## config.mk

```make
export PLATFORM = sky130hd
export DESIGN_NAME = vcache_tile_array
export DESIGN_NICKNAME = d
export VERILOG_FILES = /design/src/hdl/vcache_pkg.sv /design/src/hdl/vcache_decode.sv /design/src/hdl/vcache_execute.sv /design/src/hdl/vcache_result.sv /design/src/hdl/vcache_tile.sv /design/src/hdl/vcache_tile_array.sv
export SDC_FILE = /design/constraint.sdc
export NUM_CORES = 2
export LEC_CHECK = 0
export BUFFER_PORTS_ARGS = -buffer_cell sky130_fd_sc_hd__buf_2
export CAP_MARGIN = 40
export CORE_ASPECT_RATIO = 0.6
export CORE_MARGIN = 2
export CORE_UTILIZATION = 35
export DETAILED_ROUTE_END_ITERATION = 10
export GPL_ROUTABILITY_DRIVEN = 0
export HOLD_SLACK_MARGIN = 0.05
export PLACE_DENSITY_LB_ADDON = 0.2
export SKIP_CTS_REPAIR_TIMING = 1
export SLEW_MARGIN = 20
export SYNTH_ARGS = -nofsm -noshare
export SYNTH_HDL_FRONTEND = slang
export SYNTH_SLANG_ARGS = --single-unit
```

## constraint.sdc

```tcl
create_clock -name clk_i -period 7.44 [get_ports clk_i]
set_clock_uncertainty 0.15 [all_clocks]
set_input_delay 0.744 -clock clk_i [delete_from_list [all_inputs] [get_ports clk_i]]
set_output_delay 0.744 -clock clk_i [all_outputs]
set_load 0.02 [all_outputs]
```

## src/hdl/vcache_pkg.sv

```systemverilog
//--------------------------------------------------
// shared types for the vcache tile array
// data word, bank address, row, tag, arbiter state
//--------------------------------------------------

package vcache_pkg;

  // field widths
  localparam int data_width_lp = 32;
  localparam int addr_width_lp = 8;
  localparam int row_width_lp  = 4;
  localparam int tag_width_lp  = 6;

  // one data word
  typedef logic [data_width_lp-1:0] data_t;

  // word address inside a bank, at most 256 words
  typedef logic [addr_width_lp-1:0] addr_t;

  // row coordinate carried down each column
  typedef logic [row_width_lp-1:0] row_t;

  // request id, echoed back in the response
  typedef logic [tag_width_lp-1:0] tag_t;

  // which response source won the last grant
  typedef enum logic {
    GRANT_LOCAL = 1'b0,
    GRANT_SOUTH = 1'b1
  } grant_e;

endpackage

```

## src/hdl/vcache_decode.sv

```systemverilog
//--------------------------------------------------
// one-entry request register
// claims requests for this row, forwards the rest
//--------------------------------------------------

`timescale 1ns/10ps

module vcache_decode (
  input  logic              clk_i
  , input  logic              rst_n_i
  , input  vcache_pkg::row_t  my_row_i

  , input  logic              req_v_i
  , input  logic              req_we_i
  , input  vcache_pkg::row_t  req_row_i
  , input  vcache_pkg::addr_t req_addr_i
  , input  vcache_pkg::data_t req_data_i
  , input  vcache_pkg::tag_t  req_tag_i
  , output logic              req_ready_o

  , output logic              loc_v_o
  , output logic              loc_we_o
  , output vcache_pkg::addr_t loc_addr_o
  , output vcache_pkg::data_t loc_data_o
  , output vcache_pkg::tag_t  loc_tag_o
  , input  logic              loc_ready_i

  , output logic              req_v_o
  , output logic              req_we_o
  , output vcache_pkg::row_t  req_row_o
  , output vcache_pkg::addr_t req_addr_o
  , output vcache_pkg::data_t req_data_o
  , output vcache_pkg::tag_t  req_tag_o
  , input  logic              req_ready_i
);
  import vcache_pkg::*;

  logic  full_r;
  logic  local_r;
  logic  we_r;
  row_t  row_r;
  addr_t addr_r;
  data_t data_r;
  tag_t  tag_r;
  logic  leave;
  logic  accept;

  // held entry drains toward the side it was marked for
  assign leave       = full_r & (local_r ? loc_ready_i : req_ready_i);
  assign req_ready_o = ~full_r | leave;
  assign accept      = req_v_i & req_ready_o;

  always_ff @(posedge clk_i) begin
    if (!rst_n_i) begin
      full_r  <= 1'b0;
      local_r <= 1'b0;
    end else if (accept) begin
      full_r  <= 1'b1;
      local_r <= (req_row_i == my_row_i);
    end else if (leave) begin
      full_r  <= 1'b0;
    end
  end

  always_ff @(posedge clk_i) begin
    if (accept) begin
      we_r   <= req_we_i;
      row_r  <= req_row_i;
      addr_r <= req_addr_i;
      data_r <= req_data_i;
      tag_r  <= req_tag_i;
    end
  end

  assign loc_v_o    = full_r & local_r;
  assign loc_we_o   = we_r;
  assign loc_addr_o = addr_r;
  assign loc_data_o = data_r;
  assign loc_tag_o  = tag_r;

  // forwarded unchanged
  assign req_v_o    = full_r & ~local_r;
  assign req_we_o   = we_r;
  assign req_row_o  = row_r;
  assign req_addr_o = addr_r;
  assign req_data_o = data_r;
  assign req_tag_o  = tag_r;

endmodule

```

## src/hdl/vcache_execute.sv

```systemverilog
//--------------------------------------------------
// local word bank with load and store
// one-entry local response register
//--------------------------------------------------

`timescale 1ns/10ps

module vcache_execute #(
  parameter int bank_words_p = 16
) (
  input  logic              clk_i
  , input  logic              rst_n_i

  , input  logic              loc_v_i
  , input  logic              loc_we_i
  , input  vcache_pkg::addr_t loc_addr_i
  , input  vcache_pkg::data_t loc_data_i
  , input  vcache_pkg::tag_t  loc_tag_i
  , output logic              loc_ready_o

  , output logic              lrsp_v_o
  , output vcache_pkg::data_t lrsp_data_o
  , output vcache_pkg::tag_t  lrsp_tag_o
  , input  logic              lrsp_ready_i
);
  import vcache_pkg::*;

  localparam int idx_width_lp = (bank_words_p > 1) ? $clog2(bank_words_p) : 1;

  data_t                   bank_r [bank_words_p];
  logic [idx_width_lp-1:0] idx;
  logic                    accept;
  logic                    out_v_r;
  data_t                   out_data_r;
  tag_t                    out_tag_r;

  // low address bits pick the word
  assign idx = loc_addr_i[idx_width_lp-1:0];

  // take a new request when the reply slot is empty or leaving
  assign loc_ready_o = ~out_v_r | lrsp_ready_i;
  assign accept      = loc_v_i & loc_ready_o;

  always_ff @(posedge clk_i) begin
    if (!rst_n_i) begin
      out_v_r <= 1'b0;
    end else if (accept) begin
      out_v_r <= 1'b1;
    end else if (lrsp_ready_i) begin
      out_v_r <= 1'b0;
    end
  end

  always_ff @(posedge clk_i) begin
    if (accept) begin
      out_tag_r <= loc_tag_i;
      if (loc_we_i) begin
        bank_r[idx] <= loc_data_i;
        // stores reply with zero
        out_data_r  <= '0;
      end else begin
        out_data_r  <= bank_r[idx];
      end
    end
  end

  assign lrsp_v_o    = out_v_r;
  assign lrsp_data_o = out_data_r;
  assign lrsp_tag_o  = out_tag_r;

endmodule

```

## src/hdl/vcache_result.sv

```systemverilog
//--------------------------------------------------
// round-robin merge of local and south responses
// registered onto the north response port
//--------------------------------------------------

`timescale 1ns/10ps

module vcache_result (
  input  logic              clk_i
  , input  logic              rst_n_i

  , input  logic              lrsp_v_i
  , input  vcache_pkg::data_t lrsp_data_i
  , input  vcache_pkg::tag_t  lrsp_tag_i
  , output logic              lrsp_ready_o

  , input  logic              rsp_v_i
  , input  vcache_pkg::data_t rsp_data_i
  , input  vcache_pkg::tag_t  rsp_tag_i
  , output logic              rsp_ready_o

  , output logic              rsp_v_o
  , output vcache_pkg::data_t rsp_data_o
  , output vcache_pkg::tag_t  rsp_tag_o
  , input  logic              rsp_ready_i
);
  import vcache_pkg::*;

  grant_e last_r;
  logic   out_v_r;
  data_t  out_data_r;
  tag_t   out_tag_r;
  logic   out_free;
  logic   local_take;
  logic   south_take;

  assign out_free = ~out_v_r | rsp_ready_i;

  // each side's ready looks only at the other side's valid
  // on a tie the side not granted last wins
  assign lrsp_ready_o = out_free & (~rsp_v_i | (last_r == GRANT_SOUTH));
  assign rsp_ready_o  = out_free & (~lrsp_v_i | (last_r == GRANT_LOCAL));

  assign local_take = lrsp_v_i & lrsp_ready_o;
  assign south_take = rsp_v_i & rsp_ready_o;

  always_ff @(posedge clk_i) begin
    if (!rst_n_i) begin
      out_v_r <= 1'b0;
      last_r  <= GRANT_SOUTH;
    end else if (local_take) begin
      out_v_r <= 1'b1;
      last_r  <= GRANT_LOCAL;
    end else if (south_take) begin
      out_v_r <= 1'b1;
      last_r  <= GRANT_SOUTH;
    end else if (rsp_ready_i) begin
      out_v_r <= 1'b0;
    end
  end

  always_ff @(posedge clk_i) begin
    if (local_take) begin
      out_data_r <= lrsp_data_i;
      out_tag_r  <= lrsp_tag_i;
    end else if (south_take) begin
      out_data_r <= rsp_data_i;
      out_tag_r  <= rsp_tag_i;
    end
  end

  assign rsp_v_o    = out_v_r;
  assign rsp_data_o = out_data_r;
  assign rsp_tag_o  = out_tag_r;

endmodule

```

## src/hdl/vcache_tile.sv

```systemverilog
//--------------------------------------------------
// one memory-bank tile of a column
// reset and row registers, decode/execute/result
//--------------------------------------------------

`timescale 1ns/10ps

module vcache_tile #(
  parameter int bank_words_p = 16
) (
  input  logic              clk_i
  , input  logic              rst_n_i
  , output logic              rst_n_o
  , input  vcache_pkg::row_t  global_y_i
  , output vcache_pkg::row_t  global_y_o

  // north request in
  , input  logic              req_v_i
  , input  logic              req_we_i
  , input  vcache_pkg::row_t  req_row_i
  , input  vcache_pkg::addr_t req_addr_i
  , input  vcache_pkg::data_t req_data_i
  , input  vcache_pkg::tag_t  req_tag_i
  , output logic              req_ready_o

  // south request out
  , output logic              req_v_o
  , output logic              req_we_o
  , output vcache_pkg::row_t  req_row_o
  , output vcache_pkg::addr_t req_addr_o
  , output vcache_pkg::data_t req_data_o
  , output vcache_pkg::tag_t  req_tag_o
  , input  logic              req_ready_i

  // south response in
  , input  logic              rsp_v_i
  , input  vcache_pkg::data_t rsp_data_i
  , input  vcache_pkg::tag_t  rsp_tag_i
  , output logic              rsp_ready_o

  // north response out
  , output logic              rsp_v_o
  , output vcache_pkg::data_t rsp_data_o
  , output vcache_pkg::tag_t  rsp_tag_o
  , input  logic              rsp_ready_i
);
  import vcache_pkg::*;

  logic  rst_n_r;
  row_t  y_r;

  logic  loc_v;
  logic  loc_we;
  addr_t loc_addr;
  data_t loc_data;
  tag_t  loc_tag;
  logic  loc_ready;

  logic  lrsp_v;
  data_t lrsp_data;
  tag_t  lrsp_tag;
  logic  lrsp_ready;

  // reset and coordinate pipeline down the column
  always_ff @(posedge clk_i) begin
    rst_n_r <= rst_n_i;
    y_r     <= global_y_i;
  end

  assign rst_n_o    = rst_n_r;
  assign global_y_o = y_r + row_t'(1);

  vcache_decode u_decode (
    .clk_i        (clk_i)
    ,.rst_n_i     (rst_n_r)
    ,.my_row_i    (y_r)
    ,.req_v_i     (req_v_i)
    ,.req_we_i    (req_we_i)
    ,.req_row_i   (req_row_i)
    ,.req_addr_i  (req_addr_i)
    ,.req_data_i  (req_data_i)
    ,.req_tag_i   (req_tag_i)
    ,.req_ready_o (req_ready_o)
    ,.loc_v_o     (loc_v)
    ,.loc_we_o    (loc_we)
    ,.loc_addr_o  (loc_addr)
    ,.loc_data_o  (loc_data)
    ,.loc_tag_o   (loc_tag)
    ,.loc_ready_i (loc_ready)
    ,.req_v_o     (req_v_o)
    ,.req_we_o    (req_we_o)
    ,.req_row_o   (req_row_o)
    ,.req_addr_o  (req_addr_o)
    ,.req_data_o  (req_data_o)
    ,.req_tag_o   (req_tag_o)
    ,.req_ready_i (req_ready_i)
  );

  vcache_execute #(
    .bank_words_p(bank_words_p)
  ) u_execute (
    .clk_i         (clk_i)
    ,.rst_n_i      (rst_n_r)
    ,.loc_v_i      (loc_v)
    ,.loc_we_i     (loc_we)
    ,.loc_addr_i   (loc_addr)
    ,.loc_data_i   (loc_data)
    ,.loc_tag_i    (loc_tag)
    ,.loc_ready_o  (loc_ready)
    ,.lrsp_v_o     (lrsp_v)
    ,.lrsp_data_o  (lrsp_data)
    ,.lrsp_tag_o   (lrsp_tag)
    ,.lrsp_ready_i (lrsp_ready)
  );

  vcache_result u_result (
    .clk_i         (clk_i)
    ,.rst_n_i      (rst_n_r)
    ,.lrsp_v_i     (lrsp_v)
    ,.lrsp_data_i  (lrsp_data)
    ,.lrsp_tag_i   (lrsp_tag)
    ,.lrsp_ready_o (lrsp_ready)
    ,.rsp_v_i      (rsp_v_i)
    ,.rsp_data_i   (rsp_data_i)
    ,.rsp_tag_i    (rsp_tag_i)
    ,.rsp_ready_o  (rsp_ready_o)
    ,.rsp_v_o      (rsp_v_o)
    ,.rsp_data_o   (rsp_data_o)
    ,.rsp_tag_o    (rsp_tag_o)
    ,.rsp_ready_i  (rsp_ready_i)
  );

endmodule

```

## src/hdl/vcache_tile_array.sv

```systemverilog
//--------------------------------------------------
// rows by columns grid of vcache tiles
// each column chained north to south
//--------------------------------------------------

`timescale 1ns/10ps

module vcache_tile_array #(
  parameter int num_rows_p     = 2
  , parameter int num_cols_p   = 2
  , parameter int bank_words_p = 16
) (
  input  logic                                clk_i
  , input  logic             [num_cols_p-1:0] rst_n_i
  , output logic             [num_cols_p-1:0] rst_n_o
  , input  vcache_pkg::row_t [num_cols_p-1:0] global_y_i
  , output vcache_pkg::row_t [num_cols_p-1:0] global_y_o

  // north request in
  , input  logic              [num_cols_p-1:0] req_v_i
  , input  logic              [num_cols_p-1:0] req_we_i
  , input  vcache_pkg::row_t  [num_cols_p-1:0] req_row_i
  , input  vcache_pkg::addr_t [num_cols_p-1:0] req_addr_i
  , input  vcache_pkg::data_t [num_cols_p-1:0] req_data_i
  , input  vcache_pkg::tag_t  [num_cols_p-1:0] req_tag_i
  , output logic              [num_cols_p-1:0] req_ready_o

  // north response out
  , output logic              [num_cols_p-1:0] rsp_v_o
  , output vcache_pkg::data_t [num_cols_p-1:0] rsp_data_o
  , output vcache_pkg::tag_t  [num_cols_p-1:0] rsp_tag_o
  , input  logic              [num_cols_p-1:0] rsp_ready_i

  // south request out, toward external memory
  , output logic              [num_cols_p-1:0] req_v_o
  , output logic              [num_cols_p-1:0] req_we_o
  , output vcache_pkg::row_t  [num_cols_p-1:0] req_row_o
  , output vcache_pkg::addr_t [num_cols_p-1:0] req_addr_o
  , output vcache_pkg::data_t [num_cols_p-1:0] req_data_o
  , output vcache_pkg::tag_t  [num_cols_p-1:0] req_tag_o
  , input  logic              [num_cols_p-1:0] req_ready_i

  // south response in
  , input  logic              [num_cols_p-1:0] rsp_v_i
  , input  vcache_pkg::data_t [num_cols_p-1:0] rsp_data_i
  , input  vcache_pkg::tag_t  [num_cols_p-1:0] rsp_tag_i
  , output logic              [num_cols_p-1:0] rsp_ready_o
);
  import vcache_pkg::*;

  // index 0 is the north edge, num_rows_p the south edge
  logic  rst_n_w     [num_rows_p+1][num_cols_p];
  row_t  y_w         [num_rows_p+1][num_cols_p];
  logic  req_v_w     [num_rows_p+1][num_cols_p];
  logic  req_we_w    [num_rows_p+1][num_cols_p];
  row_t  req_row_w   [num_rows_p+1][num_cols_p];
  addr_t req_addr_w  [num_rows_p+1][num_cols_p];
  data_t req_data_w  [num_rows_p+1][num_cols_p];
  tag_t  req_tag_w   [num_rows_p+1][num_cols_p];
  logic  req_ready_w [num_rows_p+1][num_cols_p];
  logic  rsp_v_w     [num_rows_p+1][num_cols_p];
  data_t rsp_data_w  [num_rows_p+1][num_cols_p];
  tag_t  rsp_tag_w   [num_rows_p+1][num_cols_p];
  logic  rsp_ready_w [num_rows_p+1][num_cols_p];

  for (genvar x = 0; x < num_cols_p; x++) begin : col_g
    // north edge
    assign rst_n_w[0][x]     = rst_n_i[x];
    assign y_w[0][x]         = global_y_i[x];
    assign req_v_w[0][x]     = req_v_i[x];
    assign req_we_w[0][x]    = req_we_i[x];
    assign req_row_w[0][x]   = req_row_i[x];
    assign req_addr_w[0][x]  = req_addr_i[x];
    assign req_data_w[0][x]  = req_data_i[x];
    assign req_tag_w[0][x]   = req_tag_i[x];
    assign req_ready_o[x]    = req_ready_w[0][x];
    assign rsp_v_o[x]        = rsp_v_w[0][x];
    assign rsp_data_o[x]     = rsp_data_w[0][x];
    assign rsp_tag_o[x]      = rsp_tag_w[0][x];
    assign rsp_ready_w[0][x] = rsp_ready_i[x];

    // south edge
    assign rst_n_o[x]                 = rst_n_w[num_rows_p][x];
    assign global_y_o[x]              = y_w[num_rows_p][x];
    assign req_v_o[x]                 = req_v_w[num_rows_p][x];
    assign req_we_o[x]                = req_we_w[num_rows_p][x];
    assign req_row_o[x]               = req_row_w[num_rows_p][x];
    assign req_addr_o[x]              = req_addr_w[num_rows_p][x];
    assign req_data_o[x]              = req_data_w[num_rows_p][x];
    assign req_tag_o[x]               = req_tag_w[num_rows_p][x];
    assign req_ready_w[num_rows_p][x] = req_ready_i[x];
    assign rsp_v_w[num_rows_p][x]     = rsp_v_i[x];
    assign rsp_data_w[num_rows_p][x]  = rsp_data_i[x];
    assign rsp_tag_w[num_rows_p][x]   = rsp_tag_i[x];
    assign rsp_ready_o[x]             = rsp_ready_w[num_rows_p][x];

    for (genvar y = 0; y < num_rows_p; y++) begin : row_g
      vcache_tile #(
        .bank_words_p(bank_words_p)
      ) u_tile (
        .clk_i        (clk_i)
        ,.rst_n_i     (rst_n_w[y][x])
        ,.rst_n_o     (rst_n_w[y+1][x])
        ,.global_y_i  (y_w[y][x])
        ,.global_y_o  (y_w[y+1][x])
        ,.req_v_i     (req_v_w[y][x])
        ,.req_we_i    (req_we_w[y][x])
        ,.req_row_i   (req_row_w[y][x])
        ,.req_addr_i  (req_addr_w[y][x])
        ,.req_data_i  (req_data_w[y][x])
        ,.req_tag_i   (req_tag_w[y][x])
        ,.req_ready_o (req_ready_w[y][x])
        ,.req_v_o     (req_v_w[y+1][x])
        ,.req_we_o    (req_we_w[y+1][x])
        ,.req_row_o   (req_row_w[y+1][x])
        ,.req_addr_o  (req_addr_w[y+1][x])
        ,.req_data_o  (req_data_w[y+1][x])
        ,.req_tag_o   (req_tag_w[y+1][x])
        ,.req_ready_i (req_ready_w[y+1][x])
        ,.rsp_v_i     (rsp_v_w[y+1][x])
        ,.rsp_data_i  (rsp_data_w[y+1][x])
        ,.rsp_tag_i   (rsp_tag_w[y+1][x])
        ,.rsp_ready_o (rsp_ready_w[y+1][x])
        ,.rsp_v_o     (rsp_v_w[y][x])
        ,.rsp_data_o  (rsp_data_w[y][x])
        ,.rsp_tag_o   (rsp_tag_w[y][x])
        ,.rsp_ready_i (rsp_ready_w[y][x])
      );
    end
  end

endmodule

```

## Word level (Yosys, flattened, before mapping)

Memory sizes are Yosys's and may differ from the RTL's. A register that Yosys moved wholly into a read port is not among the register bits.
Index checks and enable logic that the tools add are counted.

| storage, ports and cells | value |
|---|---|
| logic and storage cells | 234 |
| output and inout bits | 196 |
| register bits after elaboration | 420 |
| RAM bits | 2,048 |
| bits of input ports | 197 |
| memories kept | 4 |

Memory list:

| name | words | width | read ports | clocked after memory_dff | write ports | line | RTL |
|---|---|---|---|---|---|---|---|
| col_g[0].row_g[0].u_tile.u_execute.bank_r | 16 | 32 | 1 | 1 | 1 | vcache_execute.sv:30 | `data_t bank_r [bank_words_p];` |
| col_g[0].row_g[1].u_tile.u_execute.bank_r | 16 | 32 | 1 | 1 | 1 | vcache_execute.sv:30 |  |
| col_g[1].row_g[0].u_tile.u_execute.bank_r | 16 | 32 | 1 | 1 | 1 | vcache_execute.sv:30 |  |
| col_g[1].row_g[1].u_tile.u_execute.bank_r | 16 | 32 | 1 | 1 | 1 | vcache_execute.sv:30 |  |

| cells by class | value |
|---|---|
| bitwise operators | 78 |
| reductions and logical operators | 16 |
| equality and inequality tests | 4 |
| muxes and demuxes | 68 |
| add/sub/neg operators | 4 |

Operators with widths:

| operator | number |
|---|---|
| two-way mux 32 bit | 8 |
| two-way mux 1 bit | 52 |
| two-way mux 6 bit | 8 |
| AND 1 bit | 36 |
| nonzero test 2 bit | 12 |
| NOT 1 bit | 22 |
| bitwise OR 1 bit | 20 |
| adder 4 x 1 -> 4 bit (second input constant) | 4 |
| equality test 4 bit | 4 |
| nonzero test 3 bit | 4 |

## Logic depth before layout (Yosys ltp)

| depth | value |
|---|---|
| depth after elaboration | 14 |
| mapped depth | 7 |
| gate-level depth less buffers | 5 |

## By module

From an unflattened synthesis, not the netlist that was laid out.

| unflattened totals | value |
|---|---|
| cell total of the unflattened synthesis | 4,728 |
| area, all modules | 98,879.8 sq um |

Modules (own cells, without submodules):

| module | cells each | seq. area each (sq um) | instances | area an instance (sq um) |
|---|---|---|---|---|
| vcache_execute | 962 | 16,535.9 | 4 | 20,802.5 |
| vcache_decode | 115 | 1,571.5 | 4 | 2,044.5 |
| vcache_result | 92 | 1,181.1 | 4 | 1,710.4 |
| vcache_tile at col_g[0].row_g[0].u_tile ... | 10 | 100.1 | 3 | 138.9 |
| vcache_tile at col_g[1].row_g[1].u_tile | 10 | 100.1 | 1 | 143.9 |
| vcache_tile_array | 12 | 0.0 | 1 | 90.1 |

## Least setup slack after synthesis

No wires, ideal clock.

| timing path | value |
|---|---|
| kind | input to register |
| start | in rsp_ready_i[0] |
| end | mem col_g[0].row_g[1].u_tile.u_execute.bank_r[10][0] (netlist bit), enable pin |
| cell stages on the path | 5 |
| path slack | 2,201 ps |
| arrival time | 4,586 ps |
| data required time | 6,787 ps |
| path buffers | 0 |
| setup time | 503 ps |
| cell sequence | nand2b_4 > a21boi_4 > o21ai_0 > nand4_1 > nor4_1 |

| on the way | value |
|---|---|
| word-level cells in the longest chain between the ends | 8 |

RTL lines:

| item | line | RTL |
|---|---|---|
| start: declaration | vcache_tile_array.sv:32 | `, input logic [num_cols_p-1:0] rsp_ready_i` |
| bitwise OR 1 bit | vcache_result.sv:37 | `assign out_free = ~out_v_r \| rsp_ready_i;` |
| AND 1 bit | vcache_result.sv:42 | `assign rsp_ready_o = out_free & (~lrsp_v_i \| (last_r == GRANT_LOCAL));` |
| bitwise OR 1 bit | vcache_result.sv:37 |  |
| AND 1 bit | vcache_result.sv:41 | `assign lrsp_ready_o = out_free & (~rsp_v_i \| (last_r == GRANT_SOUTH));` |
| bitwise OR 1 bit | vcache_execute.sv:41 | `assign loc_ready_o = ~out_v_r \| lrsp_ready_i;` |
| AND 1 bit | vcache_execute.sv:42 | `assign accept = loc_v_i & loc_ready_o;` |
| two-way mux 1 bit | vcache_execute.sv:55 | `if (accept) begin` |
| two-way mux 1 bit (not written as such) | vcache_execute.sv:58 | `bank_r[idx] <= loc_data_i;` |
| end: declaration | vcache_execute.sv:30 |  |

No other way between the ends.

## Worst setup path in the final report

| timing path | value |
|---|---|
| start | reg col_g[1].row_g[1].u_tile.u_decode.addr_r[1] |
| end | out req_addr_o[9] (netlist bit) |

RTL lines:

| item | line | RTL |
|---|---|---|
| start: declaration | vcache_decode.sv:42 | `addr_t addr_r;` |
| start signal: assignment | vcache_decode.sv:69 | `addr_r <= req_addr_i;` |
| end: declaration | vcache_tile_array.sv:38 | `, output vcache_pkg::addr_t [num_cols_p-1:0] req_addr_o` |

No word-level cell between the ends.

==> impl_results.md <==
* Status: completed
* Complex-gate fraction of the synthesized area at 3.47%
* Number of max-slew violations in the final report at 0
* Post-synthesis share of cell area spent on and, or, nand and nor gates at 1.91%
* Proportion of layout cells with a drive suffix above 1 at 27.4%
* Worst IR Drop VDD at 209 uV
* Pwr dens at 264 nW/um^2
* Most frequent cell after synthesis: sky130_fd_sc_hd__edfxtp_1
* Total wire length at 235000 um
* Synthesis warning total at 0
* Overall fraction of global-route tracks in use at 16.2%
* Post-route standard cell area excluding fillers at 114000 um^2
* Static leakage at 0.0377 uW
* CP Class: register to output pin
* Aggregate negative setup slack at 0 ps
* Horizontal extent of the die at 684 um
* Yosys reg bits at 2596
* Slew @ Worst Pin at 996 ps
* Layout area overhead at 17.8%
* Reported max-cap violation count at 0
* Cells taking the most area after synthesis: sky130_fd_sc_hd__edfxtp_1 79%, sky130_fd_sc_hd__mux4_2 5.9%, sky130_fd_sc_hd__mux2i_1 4.0%
* Post-DR vias/cell at 5.11
* Initial Util at 35.3%
* Post-detailed-placement cell area at 104000 um^2
* Register clock-pin slew on the reported worst setup and hold paths at 60 ps
* Biggest fanout along the worst timing path at 43
* Worst endpoint required time at 6550 ps
* Number of H-tree levels at 4
* Total number of vias at 47400
* Wire length per cell after detailed routing at 25.4 um
* Die Y at 412 um
* Fraction of synthesized cell area taken by the top area cell type at 79.0%
* Achievable frequency at 272 MHz
* Overall overflow remaining after global route at 0
* Detailed Route Iter0 Violations at 4548
* Synthesized instance count at 4654
* TritonCTS clock tree: yes
* Hold Violations, Final at 0
* Combined area of all synthesized cells at 97200 um^2
* Count of port buffers added during placement at 392
* Drt first pass iters at 7
* Core Area at 276000 um^2
* TritonCTS buffer count at 243
* Max transition margin at 33.6%
* Portion of netlist area occupied by mux cells at 13.2%
* XOR/XNOR share of the synthesized area at 0.216%
* Source-to-sink clock delay at the later pin of the worst-skew pair at 920 ps
* Number of core rows at 149
* Half-perimeter wire length after detailed placement at 148000 um
* Synth Area in Adders at 0.0515%
* Number of primary I/O pins at 393
* First-pass GRT wire length at 335000 um
* Vias in the first global route at 46100
* Buffer type at the clock tree root: sky130_fd_sc_hd__clkbuf_16
* Synth top cells by count: 2556 x sky130_fd_sc_hd__edfxtp_1, 384 x sky130_fd_sc_hd__mux2i_1, 320 x sky130_fd_sc_hd__a22oi_1, 256 x sky130_fd_sc_hd__mux2_2, 256 x sky130_fd_sc_hd__mux4_2
* Mean instance size in the synthesized netlist at 20.9 um^2
* Post-DRT Antenna Nets at 0
* Maximum number of pins on one net before global-route repair at 117
* RSZ-0062 raised after global routing: no
* Post-route fraction of the period consumed by the critical path at 49.4%
* Number of synthesized flops with an enable pin at 2556
* Final hold slack at 125 ps
* Commonest register cell after synthesis: sky130_fd_sc_hd__edfxtp_1
* Sequential-to-total area share from yosys stat at 79.8%
* Worst hold path type: input pin to register
* Syn_nets at 4855
* Total number of nets in the final design at 5575
* Clock net sink count at 2596
* Netlist cell types at 61
* Clk buf depth at 4
* Data arrival time of the worst path at 2780 ps
* Total die area at 282000 um^2
* Nature of the critical path startpoint: register
* Number of DRC violations after detailed routing at 0
* Endpoint kind of the worst setup timing path: output pin
* Minimum period implied by the final worst setup slack at 3670 ps
* Proportion of synthesized flip-flops having asynchronous set or reset at 0%
* Final setup viols at 0
* Number of antenna violations at the first check in global routing at 6
* Cell taking the most area after synthesis: sky130_fd_sc_hd__edfxtp_1
* Number of filler cells placed in the layout at 24200
* Main combinational cell family by area after synthesis: multiplexers
## worst max-delay path, stage by stage, from the launching register on
cell and delay [ps]:
sky130_fd_sc_hd__edfxtp_1 860, sky130_fd_sc_hd__buf_4 720, sky130_fd_sc_hd__buf_2 300
## cell type report
| class | instances | area [um^2] | share of cell area (%) |
|---|---|---|---|
| Sequential cell | 2596 | 77600 | 67.8 |
| Multi-Input combinational cell | 1792 | 18900 | 16.6 |
| Clock buffer | 280 | 6240 | 5.45 |
| Timing Repair Buffer | 726 | 5270 | 4.61 |
| Tap cell | 3699 | 4630 | 4.04 |
| Clock inverter | 162 | 1730 | 1.52 |
| Inverter | 15 | 58.8 | 0.0514 |
| Antenna cell | 2 | 5.00 | 0.00437 |
## cell families (layout without fill, tap and decap cells)
logic type               after synthesis  after routing
adder cells (fa/ha/maj)                4              4
AND/OR/NAND/NOR                      386            386
other                                  0              2
multiplexers                         920            920
flip-flops                          2596           2596
AO/OA/AOI/OAI                        458            458
buffers and inverters                266           1183
XOR/XNOR                              24             24
## stage by stage
step | power, uW | std cells | setup WS (ps) | util, %
6_report | 30200 | 9272 | 3770 | 41.5
5_1_grt | 31200 | 9271 | 3580 | 41.5
4_1_cts | 30500 | 9068 | 3650 | 40.8
3_5_place_dp | 17800 | 8626 | 3380 | 37.9
3_3_place_gp | 17800 | 8613 | 3350 | 37.8
2_1_floorplan | 17300 | 4654 | 2200 | -
## routing by layer
metal  routed length, um  vias to the layer above  global-route usage, %
met5                   0                        -                      0
met1              120000                    25300                   26.3
met3               12300                      269                   2.44
met2               99300                     1228                   22.8
met4                3940                        0                   3.30
li1                    -                    20600                      -
## path summary, 6_finish.rpt
kind,start,endpoint,slack [ps],depth (start not counted)
setup / recovery,col_g[1].row_g[1].u_tile.u_decode.loc_addr_o[1],req_addr_o[9],3770,2
hold / removal,rsp_ready_i[0],col_g[0].row_g[0].u_tile.u_result.rsp_v_o,130,3
setup reg to reg,col_g[0].row_g[0].u_tile.u_result.last_r,col_g[0].row_g[0].u_tile.u_execute.bank_r[7][15],3840,8
hold reg to reg,col_g[0].row_g[0].u_tile.u_decode.loc_addr_o[5],col_g[0].row_g[1].u_tile.u_decode.loc_addr_o[5],270,0
## power breakdown
part	internal (uW)	switching (uW)	total [uW]
Combinational	491	654	1140
Clock	7210	5430	12600
Sequential	16200	226	16400
## placed cells by master, fill, tap and decap left out, types with 8 or more instances in the layout
master,instances
sky130_fd_sc_hd__xnor2_1,16
sky130_fd_sc_hd__nor3_2,23
sky130_fd_sc_hd__clkinv_2,38
sky130_fd_sc_hd__mux2_2,256
sky130_fd_sc_hd__nand2_1,125
sky130_fd_sc_hd__nor2b_4,8
sky130_fd_sc_hd__o22ai_1,66
sky130_fd_sc_hd__clkbuf_1,36
sky130_fd_sc_hd__edfxtp_1,2556
sky130_fd_sc_hd__nor2_4,45
sky130_fd_sc_hd__a22oi_1,320
sky130_fd_sc_hd__nand2b_1,11
sky130_fd_sc_hd__inv_1,14
sky130_fd_sc_hd__clkinv_1,61
sky130_fd_sc_hd__mux4_2,256
sky130_fd_sc_hd__buf_12,15
sky130_fd_sc_hd__clkinvlp_4,13
sky130_fd_sc_hd__bufinv_16,35
sky130_fd_sc_hd__dfxtp_1,40
sky130_fd_sc_hd__mux2_4,20
sky130_fd_sc_hd__xor2_1,8
sky130_fd_sc_hd__nand3_1,110
sky130_fd_sc_hd__nor4_2,10
sky130_fd_sc_hd__dlygate4sd3_1,192
sky130_fd_sc_hd__clkbuf_16,244
sky130_fd_sc_hd__buf_2,393
sky130_fd_sc_hd__mux2i_1,384
sky130_fd_sc_hd__o31ai_1,32
sky130_fd_sc_hd__buf_4,114
sky130_fd_sc_hd__a21boi_0,9
## flip-flops by register name (all words and copies together) (netlist names)
register	count
col_g.row_g.u_tile.u_decode.loc_data_o	128
col_g.row_g.u_tile.u_execute.lrsp_data_o	128
col_g.row_g.u_tile.u_result.last_r	4
col_g.row_g.u_tile.u_execute.bank_r	2048
col_g.row_g.u_tile.u_result.rsp_data_o	128
col_g.row_g.u_tile.u_decode.loc_we_o	4
col_g.row_g.u_tile.u_decode.local_r	4
col_g.row_g.u_tile.u_decode.loc_addr_o	32
col_g.row_g.u_tile.u_result.rsp_tag_o	24
col_g.row_g.u_tile.y_r	16
col_g.row_g.u_tile.rst_n_o	4
col_g.row_g.u_tile.u_decode.req_row_o	16
col_g.row_g.u_tile.u_execute.lrsp_v_o	4
col_g.row_g.u_tile.u_execute.lrsp_tag_o	24
col_g.row_g.u_tile.u_decode.loc_tag_o	24
col_g.row_g.u_tile.u_result.rsp_v_o	4
col_g.row_g.u_tile.u_decode.full_r	4
Power figures use the tool's default switching activity.
